$ cat src/include/ccu_params.svh
// Width and size macros for the CCU, included by every file that sizes an address, a line or a bus

`ifndef CCU_PARAMS_SVH
`define CCU_PARAMS_SVH

// Byte address width on both the requestor side and the external bus
`define CCU_ADDR_WIDTH 32

// Cache line size in bytes and in bits
`define CCU_LINE_SIZE 16
`define CCU_LINE_WIDTH (`CCU_LINE_SIZE * 8)

// Number of requestors sharing the BIU
`define CCU_ARB_DEPTH 2

// External bus word width and the number of words in one line
`define CCU_BUS_WIDTH 32
`define CCU_BEATS (`CCU_LINE_WIDTH / `CCU_BUS_WIDTH)

`endif

$ cat src/source/ccu_pkg.sv
// Shared CCU types for request length, BIU function, lines and addresses, referenced by scoped names

`default_nettype none

`include "ccu_params.svh"

package ccu_pkg;

    // Size of one request, LINE moves a whole cache line in several bus beats
    typedef enum logic [1:0] {
        CCU_LEN_BYTE = 2'b00,
        CCU_LEN_HALF = 2'b01,
        CCU_LEN_WORD = 2'b10,
        CCU_LEN_LINE = 2'b11
    } ccu_len_t;

    // Direction of a BIU transaction
    typedef enum logic {
        CCU_BIU_FUNC_READ  = 1'b0,
        CCU_BIU_FUNC_WRITE = 1'b1
    } ccu_biu_func_t;

    // One cache line of data, word 0 in the low bits
    typedef logic [`CCU_LINE_WIDTH-1:0] ccu_line_t;

    // One byte address
    typedef logic [`CCU_ADDR_WIDTH-1:0] ccu_addr_t;

endpackage

`default_nettype wire

$ cat src/source/ccu_biu_if.sv
// Request and completion signals between the CCU arbiter and the BIU, with one modport per side

`default_nettype none
`timescale 1ns/10ps

interface ccu_biu_if;

    // Request side, en is a level held until the cycle after done
    logic                   en;
    ccu_pkg::ccu_biu_func_t func;
    ccu_pkg::ccu_len_t      len;
    ccu_pkg::ccu_addr_t     addr;
    ccu_pkg::ccu_line_t     wdata;

    // Completion side, done is a single-cycle pulse and rdata is valid with it
    logic                   done;
    ccu_pkg::ccu_line_t     rdata;

    modport arb (
        output en, func, len, addr, wdata,
        input  done, rdata
    );

    modport biu (
        input  en, func, len, addr, wdata,
        output done, rdata
    );

endinterface

`default_nettype wire

$ cat src/source/ccu_arb.sv
// Fixed-priority arbiter that picks one requestor and runs its transaction through the BIU

`default_nettype none
`timescale 1ns/10ps

`include "ccu_params.svh"

module ccu_arb (
    input  logic                        i_clk,
    input  logic                        i_arst_n,

    // Requestor side, fields are held with valid until done
    input  logic [`CCU_ARB_DEPTH-1:0]   i_req_valid,
    input  logic [`CCU_ARB_DEPTH-1:0]   i_req_we,
    input  ccu_pkg::ccu_len_t           i_req_len [0:`CCU_ARB_DEPTH-1],
    input  ccu_pkg::ccu_addr_t          i_req_addr [0:`CCU_ARB_DEPTH-1],
    input  ccu_pkg::ccu_line_t          i_req_wdata [0:`CCU_ARB_DEPTH-1],
    output logic [`CCU_ARB_DEPTH-1:0]   o_req_grant,
    output logic [`CCU_ARB_DEPTH-1:0]   o_req_done,
    output ccu_pkg::ccu_line_t          o_req_rdata,

    ccu_biu_if.arb                      biu
);

    localparam int IDX_WIDTH = (`CCU_ARB_DEPTH == 1) ? 1 : $clog2(`CCU_ARB_DEPTH);

    typedef enum logic [1:0] {
        ARB_IDLE = 2'b00,
        ARB_BUSY = 2'b01,
        ARB_DONE = 2'b10
    } arb_state_t;

    arb_state_t             state_r;
    logic [`CCU_ARB_DEPTH-1:0] select;
    logic [IDX_WIDTH-1:0]   idx;
    logic [IDX_WIDTH-1:0]   idx_r;
    logic                   en_r;
    ccu_pkg::ccu_biu_func_t func_r;
    ccu_pkg::ccu_len_t      len_r;
    ccu_pkg::ccu_addr_t     addr_r;
    ccu_pkg::ccu_line_t     wdata_r;

    // Isolate the lowest set valid bit, so requestor 0 always wins
    assign select = i_req_valid & (~i_req_valid + 1'b1);

    // One-hot pick to a mux index
    always_comb begin
        idx = '0;
        for (int i = 0; i < `CCU_ARB_DEPTH; i++) begin
            if (select[i]) begin
                idx = IDX_WIDTH'(i);
            end
        end
    end

    // IDLE grants and latches the index, BUSY holds en until the BIU
    // reports done, DONE gives the requestor one cycle to drop valid
    always_ff @(posedge i_clk or negedge i_arst_n) begin
        if (!i_arst_n) begin
            state_r     <= ARB_IDLE;
            idx_r       <= '0;
            en_r        <= 1'b0;
            o_req_grant <= '0;
            o_req_done  <= '0;
        end else begin
            o_req_grant <= '0;
            o_req_done  <= '0;
            unique case (state_r)
                ARB_IDLE: begin
                    idx_r <= idx;
                    if (select != '0) begin
                        o_req_grant <= select;
                        state_r     <= ARB_BUSY;
                    end
                end
                ARB_BUSY: begin
                    if (biu.done) begin
                        o_req_done[idx_r] <= 1'b1;
                        en_r              <= 1'b0;
                        state_r           <= ARB_DONE;
                    end else begin
                        en_r <= 1'b1;
                    end
                end
                ARB_DONE: state_r <= ARB_IDLE;
                default:  state_r <= ARB_IDLE;
            endcase
        end
    end

    // Request fields follow the held requestor while the transaction runs
    always_ff @(posedge i_clk) begin
        if (state_r == ARB_BUSY) begin
            func_r  <= i_req_we[idx_r] ? ccu_pkg::CCU_BIU_FUNC_WRITE
                                       : ccu_pkg::CCU_BIU_FUNC_READ;
            len_r   <= i_req_len[idx_r];
            addr_r  <= i_req_addr[idx_r];
            wdata_r <= i_req_wdata[idx_r];
            if (biu.done) begin
                o_req_rdata <= biu.rdata;
            end
        end
    end

    assign biu.en    = en_r;
    assign biu.func  = func_r;
    assign biu.len   = len_r;
    assign biu.addr  = addr_r;
    assign biu.wdata = wdata_r;

endmodule

`default_nettype wire

$ cat src/source/ccu_biu.sv
// Bus interface unit that splits a CCU transaction into word beats on the external memory bus

`default_nettype none
`timescale 1ns/10ps

`include "ccu_params.svh"

module ccu_biu (
    input  logic                        i_clk,
    input  logic                        i_arst_n,

    ccu_biu_if.biu                      arb,

    // External memory bus
    output logic                        o_bus_req,
    output logic                        o_bus_we,
    output ccu_pkg::ccu_addr_t          o_bus_addr,
    output logic [`CCU_BUS_WIDTH-1:0]   o_bus_wdata,
    output ccu_pkg::ccu_len_t           o_bus_size,
    input  logic                        i_bus_ack,
    input  logic [`CCU_BUS_WIDTH-1:0]   i_bus_rdata
);

    localparam int CNT_WIDTH    = $clog2(`CCU_BEATS);
    localparam int OFFSET_WIDTH = $clog2(`CCU_LINE_SIZE);
    localparam int WORD_BYTES   = `CCU_BUS_WIDTH / 8;

    typedef enum logic [1:0] {
        BIU_IDLE = 2'b00,
        BIU_BEAT = 2'b01,
        BIU_DONE = 2'b10
    } biu_state_t;

    biu_state_t             state_r;
    logic [CNT_WIDTH-1:0]   beat_r;
    logic [CNT_WIDTH-1:0]   last_r;
    logic [CNT_WIDTH-1:0]   beat_next;
    logic                   is_line;
    logic                   start;
    ccu_pkg::ccu_line_t     line_r;

    assign is_line   = (arb.len == ccu_pkg::CCU_LEN_LINE);
    assign start     = (state_r == BIU_IDLE) && arb.en;
    assign beat_next = beat_r + 1'b1;

    // A beat ends on the edge where req and ack are both high,
    // req stays up between beats of the same line
    always_ff @(posedge i_clk or negedge i_arst_n) begin
        if (!i_arst_n) begin
            state_r   <= BIU_IDLE;
            beat_r    <= '0;
            last_r    <= '0;
            o_bus_req <= 1'b0;
        end else begin
            unique case (state_r)
                BIU_IDLE: begin
                    if (arb.en) begin
                        beat_r    <= '0;
                        last_r    <= is_line ? CNT_WIDTH'(`CCU_BEATS - 1) : '0;
                        o_bus_req <= 1'b1;
                        state_r   <= BIU_BEAT;
                    end
                end
                BIU_BEAT: begin
                    if (i_bus_ack) begin
                        if (beat_r == last_r) begin
                            o_bus_req <= 1'b0;
                            state_r   <= BIU_DONE;
                        end else begin
                            beat_r <= beat_next;
                        end
                    end
                end
                BIU_DONE: state_r <= BIU_IDLE;
                default:  state_r <= BIU_IDLE;
            endcase
        end
    end

    // Line transfers start at the aligned address and move one word per beat
    always_ff @(posedge i_clk) begin
        if (start) begin
            o_bus_we    <= (arb.func == ccu_pkg::CCU_BIU_FUNC_WRITE);
            o_bus_size  <= is_line ? ccu_pkg::CCU_LEN_WORD : arb.len;
            o_bus_addr  <= is_line ? {arb.addr[`CCU_ADDR_WIDTH-1:OFFSET_WIDTH], OFFSET_WIDTH'(0)}
                                   : arb.addr;
            o_bus_wdata <= arb.wdata[0 +: `CCU_BUS_WIDTH];
        end else if ((state_r == BIU_BEAT) && i_bus_ack) begin
            line_r[beat_r * `CCU_BUS_WIDTH +: `CCU_BUS_WIDTH] <= i_bus_rdata;
            o_bus_addr  <= o_bus_addr + ccu_pkg::ccu_addr_t'(WORD_BYTES);
            o_bus_wdata <= arb.wdata[beat_next * `CCU_BUS_WIDTH +: `CCU_BUS_WIDTH];
        end
    end

    // Done follows the last ack by one cycle and carries the assembled line
    assign arb.done  = (state_r == BIU_DONE);
    assign arb.rdata = line_r;

endmodule

`default_nettype wire

$ cat src/source/ccu_top.sv
// CCU top level joining the requestor arbiter and the BIU, with plain requestor and bus ports

`default_nettype none
`timescale 1ns/10ps

`include "ccu_params.svh"

module ccu_top (
    input  logic                        i_clk,
    input  logic                        i_arst_n,

    // Requestors
    input  logic [`CCU_ARB_DEPTH-1:0]   i_req_valid,
    input  logic [`CCU_ARB_DEPTH-1:0]   i_req_we,
    input  ccu_pkg::ccu_len_t           i_req_len [0:`CCU_ARB_DEPTH-1],
    input  ccu_pkg::ccu_addr_t          i_req_addr [0:`CCU_ARB_DEPTH-1],
    input  ccu_pkg::ccu_line_t          i_req_wdata [0:`CCU_ARB_DEPTH-1],
    output logic [`CCU_ARB_DEPTH-1:0]   o_req_grant,
    output logic [`CCU_ARB_DEPTH-1:0]   o_req_done,
    output ccu_pkg::ccu_line_t          o_req_rdata,

    // External memory bus
    output logic                        o_bus_req,
    output logic                        o_bus_we,
    output ccu_pkg::ccu_addr_t          o_bus_addr,
    output logic [`CCU_BUS_WIDTH-1:0]   o_bus_wdata,
    output ccu_pkg::ccu_len_t           o_bus_size,
    input  logic                        i_bus_ack,
    input  logic [`CCU_BUS_WIDTH-1:0]   i_bus_rdata
);

    ccu_biu_if biu_bus ();

    ccu_arb arb_i (
        .i_clk       (i_clk),
        .i_arst_n    (i_arst_n),
        .i_req_valid (i_req_valid),
        .i_req_we    (i_req_we),
        .i_req_len   (i_req_len),
        .i_req_addr  (i_req_addr),
        .i_req_wdata (i_req_wdata),
        .o_req_grant (o_req_grant),
        .o_req_done  (o_req_done),
        .o_req_rdata (o_req_rdata),
        .biu         (biu_bus.arb)
    );

    ccu_biu biu_i (
        .i_clk       (i_clk),
        .i_arst_n    (i_arst_n),
        .arb         (biu_bus.biu),
        .o_bus_req   (o_bus_req),
        .o_bus_we    (o_bus_we),
        .o_bus_addr  (o_bus_addr),
        .o_bus_wdata (o_bus_wdata),
        .o_bus_size  (o_bus_size),
        .i_bus_ack   (i_bus_ack),
        .i_bus_rdata (i_bus_rdata)
    );

endmodule

`default_nettype wire
$ cat config.mk
export PLATFORM = sky130hd
export DESIGN_NAME = ccu_top
export DESIGN_NICKNAME = d
export VERILOG_FILES = /design/src/source/ccu_pkg.sv /design/src/source/ccu_biu_if.sv /design/src/source/ccu_arb.sv /design/src/source/ccu_biu.sv /design/src/source/ccu_top.sv
export VERILOG_INCLUDE_DIRS = /design/src /design/src/include
export SDC_FILE = /design/constraint.sdc
export NUM_CORES = 1
export LEC_CHECK = 0
export BUFFER_PORTS_ARGS = -buffer_cell sky130_fd_sc_hd__buf_2
export CORE_ASPECT_RATIO = 0.5
export CORE_MARGIN = 10
export CORE_UTILIZATION = 40
export DETAILED_ROUTE_END_ITERATION = 6
export PLACE_DENSITY_LB_ADDON = 0.3
export SLEW_MARGIN = 20
export SYNTH_ARGS = -nofsm -noshare
export SYNTH_HDL_FRONTEND = slang
export SYNTH_SLANG_ARGS = --single-unit
$ cat constraint.sdc
create_clock -name i_clk -period 20.7 [get_ports i_clk]
set_input_delay 4.14 -clock i_clk [delete_from_list [all_inputs] [get_ports i_clk]]
set_output_delay 4.14 -clock i_clk [all_outputs]
set_load 0.05 [all_outputs]
After elaboration in Yosys (flattened, before gate mapping). Cells that the tools add are included.

Register bits: 501. Output and inout bits: 200. Word-level logic and storage cells: 101.

$add $sub $neg: 4. Magnitude comparators: 3. Equal/unequal tests: 11. Shift-type cells: 3. Muxes and demuxes: 42. Bitwise gates (word level): 4. Reduce and logical (&&, ||, !) cells: 15.

Operator list (number): two-way mux 128 bit (3); two-way mux 32 bit (7); bitwise mux 128 bit (1); variable shift 32 x 34 -> 128 bit, first input constant (1); variable part select 128 x 8 -> 32 bit (1); variable part select 32 x 34 -> 128 bit (1); negation 7 -> 34 bit (1); adder 32 x 3 -> 32 bit, second input constant (1); two-way mux 2 bit (16); case mux 2 bit (2 select lines) (3); two-way mux 1 bit (9); AND reduction 2 bit (4); AND reduction 4 bit (2); inequality test 2 x 1 -> 1 bit, second input constant (3); inequality test 2 bit, second input constant (3); nonzero test 2 bit (3); adder 2 x 1 -> 2 bit, second input constant (2); == test 2 x 1 -> 1 bit, second input constant (2); == test 2 bit, second input constant (2); logical NOT 2 bit (2); two-way mux 4 bit (1); logical AND 1 bit (3); AND reduction 3 bit (1); AND 2 bit (1); 9 further kinds (9).

Logic depth before layout (Yosys ltp). Gate-level depths: netlist of run 1.

Word-level depth: 6. Gate-level depth with buffers: 9. Gate-level depth less buffers: 6.

By module. From an unflattened synthesis of run 1, not the netlist that was laid out.

Cell total of the unflattened synthesis: 1208. Area total of the unflattened synthesis: 20225.6 um^2.

By module, submodules not included: ccu_arb (times used 1, cells an instance 493, area an instance 11044.3 um^2, sequential area each 8938.6 um^2); ccu_biu (times used 1, cells an instance 715, area an instance 9181.3 um^2, sequential area each 6005.8 um^2).

Worst setup path before layout of run 1. No wires, ideal clock.

Path type: flip-flop to flip-flop. Start point: register arb_i.state_r[1]. End point: register arb_i.o_req_rdata[0], enable pin. Library setup time: 0.505 ns. Data arrival time: 11.081 ns. Required time: 20.195 ns. Slack: 9.114 ns. Cell stages (with the launch flop): 3. Period minus slack after synthesis: 11.586 ns. Cells stage by stage: dfrtp_1 > nor2b_1 > and3_1.

Word-level cells in the longest chain between the ends: 2.

Ends and longest elaborated chain: start, declared (line ccu_arb.sv:33) `arb_state_t state_r;`; start signal, assigned (line ccu_arb.sv:60) `state_r <= ARB_IDLE;`; start signal, assigned (line ccu_arb.sv:73) `state_r <= ARB_BUSY;`; start signal, assigned (line ccu_arb.sv:80) `state_r <= ARB_DONE;`; == test 2 x 1 -> 1 bit (line ccu_arb.sv:93) `if (state_r == ARB_BUSY) begin`; AND reduction 2 bit (no source line); end signal, assigned (line ccu_arb.sv:100) `o_req_rdata <= biu.rdata;`; end, declared (line ccu_arb.sv:20) `output ccu_pkg::ccu_line_t o_req_rdata,`.

Every way passes these cells. A chain may end at the register's enable or synchronous reset.

Final worst setup path of run 1.
Start point: register biu_i.o_bus_addr[4]. End point: output port o_bus_addr[4].

RTL lines: start, declared (line ccu_biu.sv:17) `output ccu_pkg::ccu_addr_t o_bus_addr,`; start signal, assigned (line ccu_biu.sv:85) `` o_bus_addr <= is_line ? {arb.addr[`CCU_ADDR_WIDTH-1:OFFSET_WIDTH], OFFSET_WIDTH'(0)} ``; start signal, assigned (line ccu_biu.sv:90) `o_bus_addr <= o_bus_addr + ccu_pkg::ccu_addr_t'(WORD_BYTES);`; end, declared (line ccu_top.sv:25) `output ccu_pkg::ccu_addr_t o_bus_addr,`.

No word-level cell between the ends.

==> results.md, run 1 <==
- The flow ran to the end, and the final reports show no timing, DRC or antenna violations.
- The detailed-route wire length on metal 1 is roughly 21 mm.
- The share of synthesized area in the top cell type comes to 72.1%.
- The top achievable clock speed is 178 MHz.
- Sorting the synthesized cells by area gives the leading types as sky130_fd_sc_hd__edfxtp_1 (72%), sky130_fd_sc_hd__mux2_2 (11%), sky130_fd_sc_hd__and2_1 (4.0%), sky130_fd_sc_hd__dfrtp_1 (1.7%), sky130_fd_sc_hd__o21ai_0 (1.5%).
- In the detailed route, the total length drawn on met3 is 2.16 mm.
- The biggest fanout along the worst timing path is 9.
- The delay contributed by the slowest stage of the critical path is 0.57 ns.
- The number of fill cells is 4305.
- Of the synthesized area, sequential elements account for 73.8%.
- For this run, the post-layout net count is 2155.
- Counting instances, the worst hold path has a depth of 0.
- The floorplan step defined a die boundary enclosing 60600 um2.
- The top routing layer in use is met4.
- The tree is rooted in a sky130_fd_sc_hd__clkbuf_16.
- The starting utilization of the core area is 40.4%.
- The routed design could run at a clock period as short as 5.62 ns.
- The number of buffers on the longest clock path is 3.
- The largest net degree at the start of global routing is 93.
- The sequential standard cell area is 15000 um2.
- In the final layout, the multi-input gates occupy between 5000 and 6000 um2.
- Clock tree synthesis inserted a total of 46 buffers.
- The signal on the critical path passes through buf_2.
- The HPWL after detailed placement is 39.6 mm.
- A synthesized cell averages 16.4 um2.
- The worst register-to-register path has a depth of 3.
- VDD sags by at most just over 80 uV.
- For this run, the detailed router's first-pass iteration total came to 5.
- For this block, the initial DRC count from the detailed router was about 860.
- After clock tree synthesis, the repair step resized 0 gates.
- At the pin with the least slew margin, the transition time is roughly 1.1 ns.
- In this run, distinct cell masters in the synthesized netlist total 39.
- The destination of the worst register-to-register timing path is arb_i.o_req_rdata[126].
- Clock-pin slew was measured on the worst setup and hold paths at 0.07 ns.
- Dividing total power by cell area gives a power density of between 150 and 200 nW/um2.
- The number of levels in the clock H-tree is 2.
- The launching point of the worst reg2reg path is arb_i.state_r[0].
- The cell family contributing the most delay on the critical path is flip-flops.
- Setup repair after global routing left no endpoint under its margin.
- The wire length of the first global-routing pass is 80.1 mm.
- The total of warnings raised by yosys is 0.
- The number of buffers inserted by hold repair at cts is 0.
- The leakage power of the design is 9.57 nW.
- The final estimated routing congestion in global placement is 0.827.
- The total overflow left after global routing is 0.
- The required arrival time at the worst endpoint is approximately 17 ns.
- STA classifies the critical path startpoint as a flip-flop.
- Input and output buffers added on the ports amount to 562.
- Dividing the detail-routed wire length by the instance count gives 22.0 um.
- Adding up every negative setup slack in the final design gives 0 ns.
- The total vias in the final route is 12100.
- The initial antenna violation count is 3.
- The endpoint of the worst hold path is arb_i.o_req_rdata[45].
- The total length of routed wires is between 50 and 60 mm.
- The hold path startpoint is biu_i.arb.rdata[45].
- The buffer and inverter count on the worst path is 1.
- Once the clock tree was built, the setup fixing pass inserted 0 buffers.
- Global routing used 17.5% of the available tracks across all layers.
- The later pin in the worst-skew pair is clocked with a latency of 0.58 ns.
- The area growth from synthesis to layout is 25.0%.
- The worst setup path is of the flip-flop to output pin kind.
- The count of nets left with antenna violations once routing finished came out at 0.
- Summed over all nets, wire length on met2 after detailed routing comes to 31.0 mm.
- The netlist area before placement is 20200 um2.
- The worst path uses 27.2% of the clock period.
- The final hold violation count is 0.
- Among all stages on the critical path, the largest delay is contributed by sky130_fd_sc_hd__edfxtp_1.
- The post-synthesis sequential element count is 500.
- The count of mapped cells out of synthesis is ~1200.
- The number of global-route vias before repair is approximately 13000.
- The worst-case register-to-register setup slack is approximately 18 ns.
- The max-slew violation count is 0.
- The floorplan step defined a core boundary enclosing about 50000 um2.
- The worst-case clock skew is 0.0280 ns.
- The path class of the tightest hold or removal check is flip-flop to flip-flop.
- For the worst setup path, the data arrival time is 1.48 ns.
- Hold is met by roughly 0.41 ns.
- Counting every net in the synthesized netlist gives 1602.
- Leaving out fill and tap cells, the most frequent cell in the layout is sky130_fd_sc_hd__buf_2.
- The top-level port count is 563.
- Max-cap violations in this run came to 0.
- The clock net sink count is 500.
- Measured against its own limit, the worst slew margin works out to 29.6%.
- Setup violations remaining at the end of the flow were counted as 0.
- For this run, design rule violations remaining after detail routing come to 0.
- The standard-cell row count is between 50 and 60.
- The worst setup path is captured at an output pin.
- From bottom edge to top edge, the die measures roughly 180 um.
- Cells with a size suffix above 1 make up 47.4% of the layout.
- The library cells used most frequently in the layout, excluding fill and tap cells, are sky130_fd_sc_hd__buf_2 (562), sky130_fd_sc_hd__edfxtp_1 (486), sky130_fd_sc_hd__mux2_2 (195).
- The horizontal die dimension is roughly 340 um.
- The average vias per placed instance is 4.82.
- TritonCTS built the clock tree.
- sky130_fd_sc_hd__edfxtp_1 takes more of the synthesized area than any other cell.
==> flip-flops by register name (all words and copies together), names as in the netlist <==
register,cells
arb_i.biu.addr,32
arb_i.o_req_grant,2
arb_i.biu.func,1
arb_i.biu.en,1
biu_i.o_bus_wdata,32
biu_i.last_r,1
biu_i.beat_r,2
arb_i.state_r,2
biu_i.arb.rdata,128
arb_i.biu.wdata,128
arb_i.idx_r,1
biu_i.o_bus_size,2
arb_i.o_req_done,2
biu_i.o_bus_req,1
biu_i.state_r,2
arb_i.biu.len,2
arb_i.o_req_rdata,128
biu_i.o_bus_addr,32
biu_i.o_bus_we,1
==> stage by stage <==
stage | setup WS, ns | cells | total power (W) | util [%] | instance area, um2
6_report | 15.08 | 2515 | 0.00392 | 50.5 | 25300
3_3_place_gp | 15.04 | 2427 | 0.00309 | 47.4 | 23800
2_1_floorplan | 9.11 | 1233 | 0.00272 | - | 20200
5_1_grt | 15.03 | 2515 | 0.00413 | 50.5 | 25300
4_1_cts | 15.07 | 2513 | 0.00397 | 50.4 | 25300
3_5_place_dp | 15.03 | 2427 | 0.00312 | 47.4 | 23800
==> power breakdown <==
part	switching [W]	internal, W	leakage, nW
Clock	0.000386	0.000457	0.722
Sequential	0.000159	0.00159	4.84
Combinational	0.000932	0.000404	4.00
==> final cells by class <==
cell class              count  area share, %
multi-input cells         652           19.8
repair buffers            576           11.6
clock buffers              58           4.88
flip-flops and latches    500           59.1
inverters                  10          0.153
well taps                 690           3.41
diodes                      1        0.00989
clock inverters            28           1.01
==> how the worst max path moves through the flow <==
stage | startpoint | endpoint | slack, ns | depth (start not counted)
after floorplan | arb_i.state_r[1] | arb_i.o_req_rdata[0] | 9.11 | 2
after global placement | i_bus_ack | biu_i.o_bus_wdata[25] | 15.04 | 4
after detailed placement | i_bus_ack | biu_i.o_bus_wdata[24] | 15.03 | 4
after CTS | biu_i.o_bus_addr[4] | o_bus_addr[4] | 15.07 | 1
after global routing | biu_i.o_bus_addr[4] | o_bus_addr[4] | 15.03 | 1
final | biu_i.o_bus_addr[4] | o_bus_addr[4] | 15.08 | 1
==> kinds of logic (layout without fill, tap and decap cells) <==
group,after synthesis,in the layout,share of synthesized area (%)
other,0,1,0
AND/OR/NAND/NOR,286,286,8.40
buffers and inverters,81,672,1.58
AO/OA/AOI/OAI,150,150,4.33
multiplexers,195,195,10.8
adder cells (fa/ha/maj),6,6,0.371
XOR/XNOR,15,15,0.649
flip-flops,500,500,73.8
==> metal layers <==
layer / vias to the layer above / track usage [%]
li1: 5815 / -
met1: 6006 / 19.7
met2: 236 / 33.9
met3: 64 / 3.29
met4: 0 / 4.26
met5: - / 0
==> Yosys cell counts <==
library cell               number
sky130_fd_sc_hd__edfxtp_1     486
sky130_fd_sc_hd__mux2_2       195
sky130_fd_sc_hd__and2_1       129
sky130_fd_sc_hd__o21ai_0       61
sky130_fd_sc_hd__clkbuf_1      59
sky130_fd_sc_hd__nor3b_1       36
sky130_fd_sc_hd__a21oi_1       35
sky130_fd_sc_hd__a22oi_1       32
sky130_fd_sc_hd__nand2_1       32
sky130_fd_sc_hd__nor2_1        23
sky130_fd_sc_hd__dfrtp_1       14
sky130_fd_sc_hd__nand3_1       14
sky130_fd_sc_hd__a31oi_1       13
sky130_fd_sc_hd__and3_1        12
sky130_fd_sc_hd__xnor2_1       12
sky130_fd_sc_hd__inv_1         10
sky130_fd_sc_hd__buf_1          9
sky130_fd_sc_hd__or3_1          7
sky130_fd_sc_hd__ha_1           6
sky130_fd_sc_hd__nand4_1        5
sky130_fd_sc_hd__nor2b_1        5
sky130_fd_sc_hd__nor3_1         5
sky130_fd_sc_hd__nor4_1         5
sky130_fd_sc_hd__o31ai_1        5
sky130_fd_sc_hd__or4_1          5
sky130_fd_sc_hd__xor2_1         3
sky130_fd_sc_hd__buf_6          2
sky130_fd_sc_hd__or4_4          2
sky130_fd_sc_hd__a221o_1        1
sky130_fd_sc_hd__a22o_1         1
sky130_fd_sc_hd__a311oi_1       1
sky130_fd_sc_hd__and3_2         1
sky130_fd_sc_hd__buf_2          1
sky130_fd_sc_hd__nand2b_1       1
sky130_fd_sc_hd__nand4_2        1
sky130_fd_sc_hd__nor4b_1        1
sky130_fd_sc_hd__o221ai_1       1
sky130_fd_sc_hd__or2_2          1
sky130_fd_sc_hd__or3_2          1
Power figures use the tool's default switching activity.
==> run 2: changes to the inputs <==
- clock period: 20.7 -> 4.5 ns (I/O delays scaled with it)
==> run 2 against run 1 <==
Compared with the run above: register-to-register slack worse by 16 ns; non-clock buffer count grew 2; first-iteration DRC count is 4.2% lower; sequential share of layout area increased by 0.19 points; sequential power rose to 4.6 times the previous value; utilization shrank 0.16 points; critical path type is now flip-flop to flip-flop; design area shrank 0.32%; highest routed layer unchanged; clock skew down 0.0086 ns.
==> results.md, run 2 (synthesized netlist as in run 1, its figures left out) <==
- The core occupancy in the finished layout is 50.3% (was 50.5%).
- The starting utilization of the core area is 40.4% (unchanged).
- The total core area was 50100 um2 (unchanged).
- The total of endpoints with negative setup slack in the final report is 0 (unchanged).
- The maximum resistive drop on vdd is 521 uV (was 82.6 uV).
- The startpoint class of the critical path was a flip-flop (unchanged).
- The total length of routed wires is 54.9 mm (was 55.4 mm).
- The clock net sink count is 500 (unchanged).
- The final critical path time including I/O delays and setup is just under 3 ns.
- The path category of the worst min-delay check is input port to async pin (was flip-flop to flip-flop).
- The number of levels in the clock H-tree is 2 (unchanged).
- The sequential standard cell area is 15000 um2 (unchanged).
- The most common cell after layout, fill and taps aside is sky130_fd_sc_hd__buf_2 (unchanged).
- The slew at the pin closest to its max-slew limit was 1.09 ns (was 1.06 ns).
- The wire length of the first global-routing pass is 79.2 mm (was 80.1 mm).
- The average vias per placed instance is 4.85 (was 4.82).
- The worst-case clock skew is 0.0194 ns (was 0.0280 ns).
- The aggregate global routing overflow is 0 (unchanged).
- The ratio of cells with drive above 1 in the final layout is 47.0% (was 47.4%).
- The total negative slack for setup checks came to 0 ns (unchanged).
- The number of buffers added on ports came to 562 (unchanged).
- Setup repair after global routing missed its margin: false (unchanged).
- Most frequent cells in the layout: sky130_fd_sc_hd__buf_2 (562), sky130_fd_sc_hd__edfxtp_1 (486), sky130_fd_sc_hd__mux2_2 (195) (unchanged).
- The post-cts gate resize count was 0 (unchanged).
- The clock network power share was 20.5% (was 21.5%).
- The number of fill cells came to 4295 (was 4305).
- The required arrival time at the worst endpoint is 4.93 ns (was 16.56 ns).
- The final antenna-violating net count is 0 (unchanged).
- The total power per unit cell area is 707 nW/um2 (was 155 nW/um2).
- The layout overhead on the synthesized area is 24.6% (was 25.0%).
- Result of the run: finished clean (unchanged).
- The all-layer global routing usage was 17.2% (was 17.5%).
- The final hold violation count is 0 (unchanged).
- For this run, the top clock speed supported by timing is 342 MHz.
- The leakage power of the design was 9.53 nW (was 9.57 nW).
- The standard-cell row count was 58 (unchanged).
- The largest net degree at the start of global routing is 166 (was 93).
- The total of max-cap violations is 0 (unchanged).
- The delay contributed by the slowest stage of the critical path is 0.93 ns (was 0.57 ns).
- The DRC violations left was 0 (unchanged).
- The post-DP HPWL is 39.3 mm (was 39.6 mm).
- The internal power summed over all cells is 0.0111 W (was 0.00245 W).
- The buffer and inverter count on the worst path is 3 (was 1).
- The routed length per instance is 21.9 um (was 22.0 um).
- The horizontal die dimension is 338 um (unchanged).
- The number of buffers on the longest clock path came to 3 (unchanged).
- The post-CTS setup buffer count came to 0 (unchanged).
- The category of the most critical setup path is flip-flop to flip-flop (was flip-flop to output pin).
- The cell family contributing the most delay on the critical path is buffers and inverters (was flip-flops).
- The initial antenna violation count is 1 (was 3).
- The clock insertion delay at the later pin of the skew report is 0.57 ns (was 0.58 ns).
- The switching share of total power is 37.6% (was 37.7%).
- The count of placed standard cells in the final layout, fillers left out is 2510 (was 2515).
- The CTS tree is built (unchanged).
- The clock-pin slew on the worst setup and hold paths is 0.07 ns (about the same).
- Cell Chain, Critical Path: inv_1, ha_1, buf_4, nor3b_2, buf_4, and2_1 (was buf_2).
- In this design, the critical path's most frequently occurring cell is sky130_fd_sc_hd__buf_4.
- The final period utilization is roughly two thirds.
- The share of total power in combinational logic was 34.3% (was 34.1%).
- The relative max-transition margin was 27.2% (was 29.6%).
- The arrival time at the worst endpoint is 3.35 ns (was 1.48 ns).
- The max-slew violation count was 0 (unchanged).
- The proportion of power drawn by flip-flops and latches is 45.2% (was 44.5%).
- The number of detailed-route iterations in the first pass is 5 (unchanged).
- The number of nets in the finished design is 2156 (was 2155).
- The number of global-route vias before repair is 12700 (about the same).
- The library cell used as clock root buffer is sky130_fd_sc_hd__clkbuf_16 (unchanged).
- The total vias in the final route came to 12200 (was 12100).
- The top-level port count was 563 (unchanged).
- The die area came to 60600 um2 (unchanged).
- The DRC marker count from the first detailed-route iteration was 825 (was 861).
- The floorplan die height is 179 um (unchanged).
- The kind of end point of the critical path is a flip-flop (was output pin).
- The switching power is 0.00671 W (was 0.00148 W).
- The number of buffers added by the clock tree synthesis step is 45 (was 46).
- The biggest fanout along the worst timing path is 66 (was 9).
- The cell total after placement is 2430 (was 2427).
- The multi-input combinational cell area came to 5020 um2 (unchanged).
- The number of buffers inserted by hold repair at cts is 0 (unchanged).
- The master of the slowest instance on the critical path is sky130_fd_sc_hd__dfrtp_4 (was sky130_fd_sc_hd__edfxtp_1).
- The final estimated routing congestion in global placement is 0.803 (was 0.827).
## run 2: layout make-up
cell class              count  area share (%)
diodes                      3          0.0298
clock buffers              50            4.54
clock inverters            27           0.908
inverters                  10           0.154
multi-input cells         652            19.9
flip-flops and latches    500            59.3
well taps                 690            3.42
repair buffers            578            11.8
## run 2: metrics by stage
stage	area (um2)	worst slack [ns]	hold WS (ns)	total power [W]
6_report	25200	1.58	0.230	0.0178
5_1_grt	25200	1.31	0.215	0.0188
4_1_cts	25200	1.53	0.201	0.0181
3_5_place_dp	23800	1.55	0.405	0.0144
3_3_place_gp	23800	1.64	0.400	0.0143
2_1_floorplan	20300	-0.778	0.400	0.0124
## run 2: power groups by stage
stage	Combinational (W)	Sequential, W	Clock (W)
after CTS	0.00625	0.00808	0.00376
final	0.00612	0.00807	0.00366
after global routing	0.00658	0.00823	0.00395
after detailed placement	0.00623	0.00816	0
after floorplan	0.00284	0.00955	0
after global placement	0.00614	0.00812	0
## run 2: worst paths after layout
kind,endpoint,start,depth (start not counted),slack (ns)
min reg2reg,arb_i.o_req_rdata[51],biu_i.arb.rdata[51],0,0.41
max,biu_i.arb.rdata[37],biu_i.beat_r[0],6,1.58
min,arb_i.o_req_grant[0],i_arst_n,1,0.23
max reg2reg,biu_i.arb.rdata[37],biu_i.beat_r[0],6,1.58
max in group asynchronous,biu_i.beat_r[0],i_arst_n,1,3.98
min in group i_clk,arb_i.o_req_rdata[51],biu_i.arb.rdata[51],0,0.41
## run 2: metal layers
metal	share of wire [%]	GRT usage (%)
met5	0	0
met4	2.0	4.39
met3	3.9	3.22
met2	57	33.7
met1	37	19.0
## run 2: worst reg2reg max path, cell delays in order (launching register included)
cell and delay [ns]:
sky130_fd_sc_hd__dfrtp_4 0.93, sky130_fd_sc_hd__inv_1 0.32, sky130_fd_sc_hd__ha_1 0.38, sky130_fd_sc_hd__buf_4 0.37, sky130_fd_sc_hd__nor3b_2 0.24, sky130_fd_sc_hd__buf_4 0.34
sky130_fd_sc_hd__and2_1 0.20
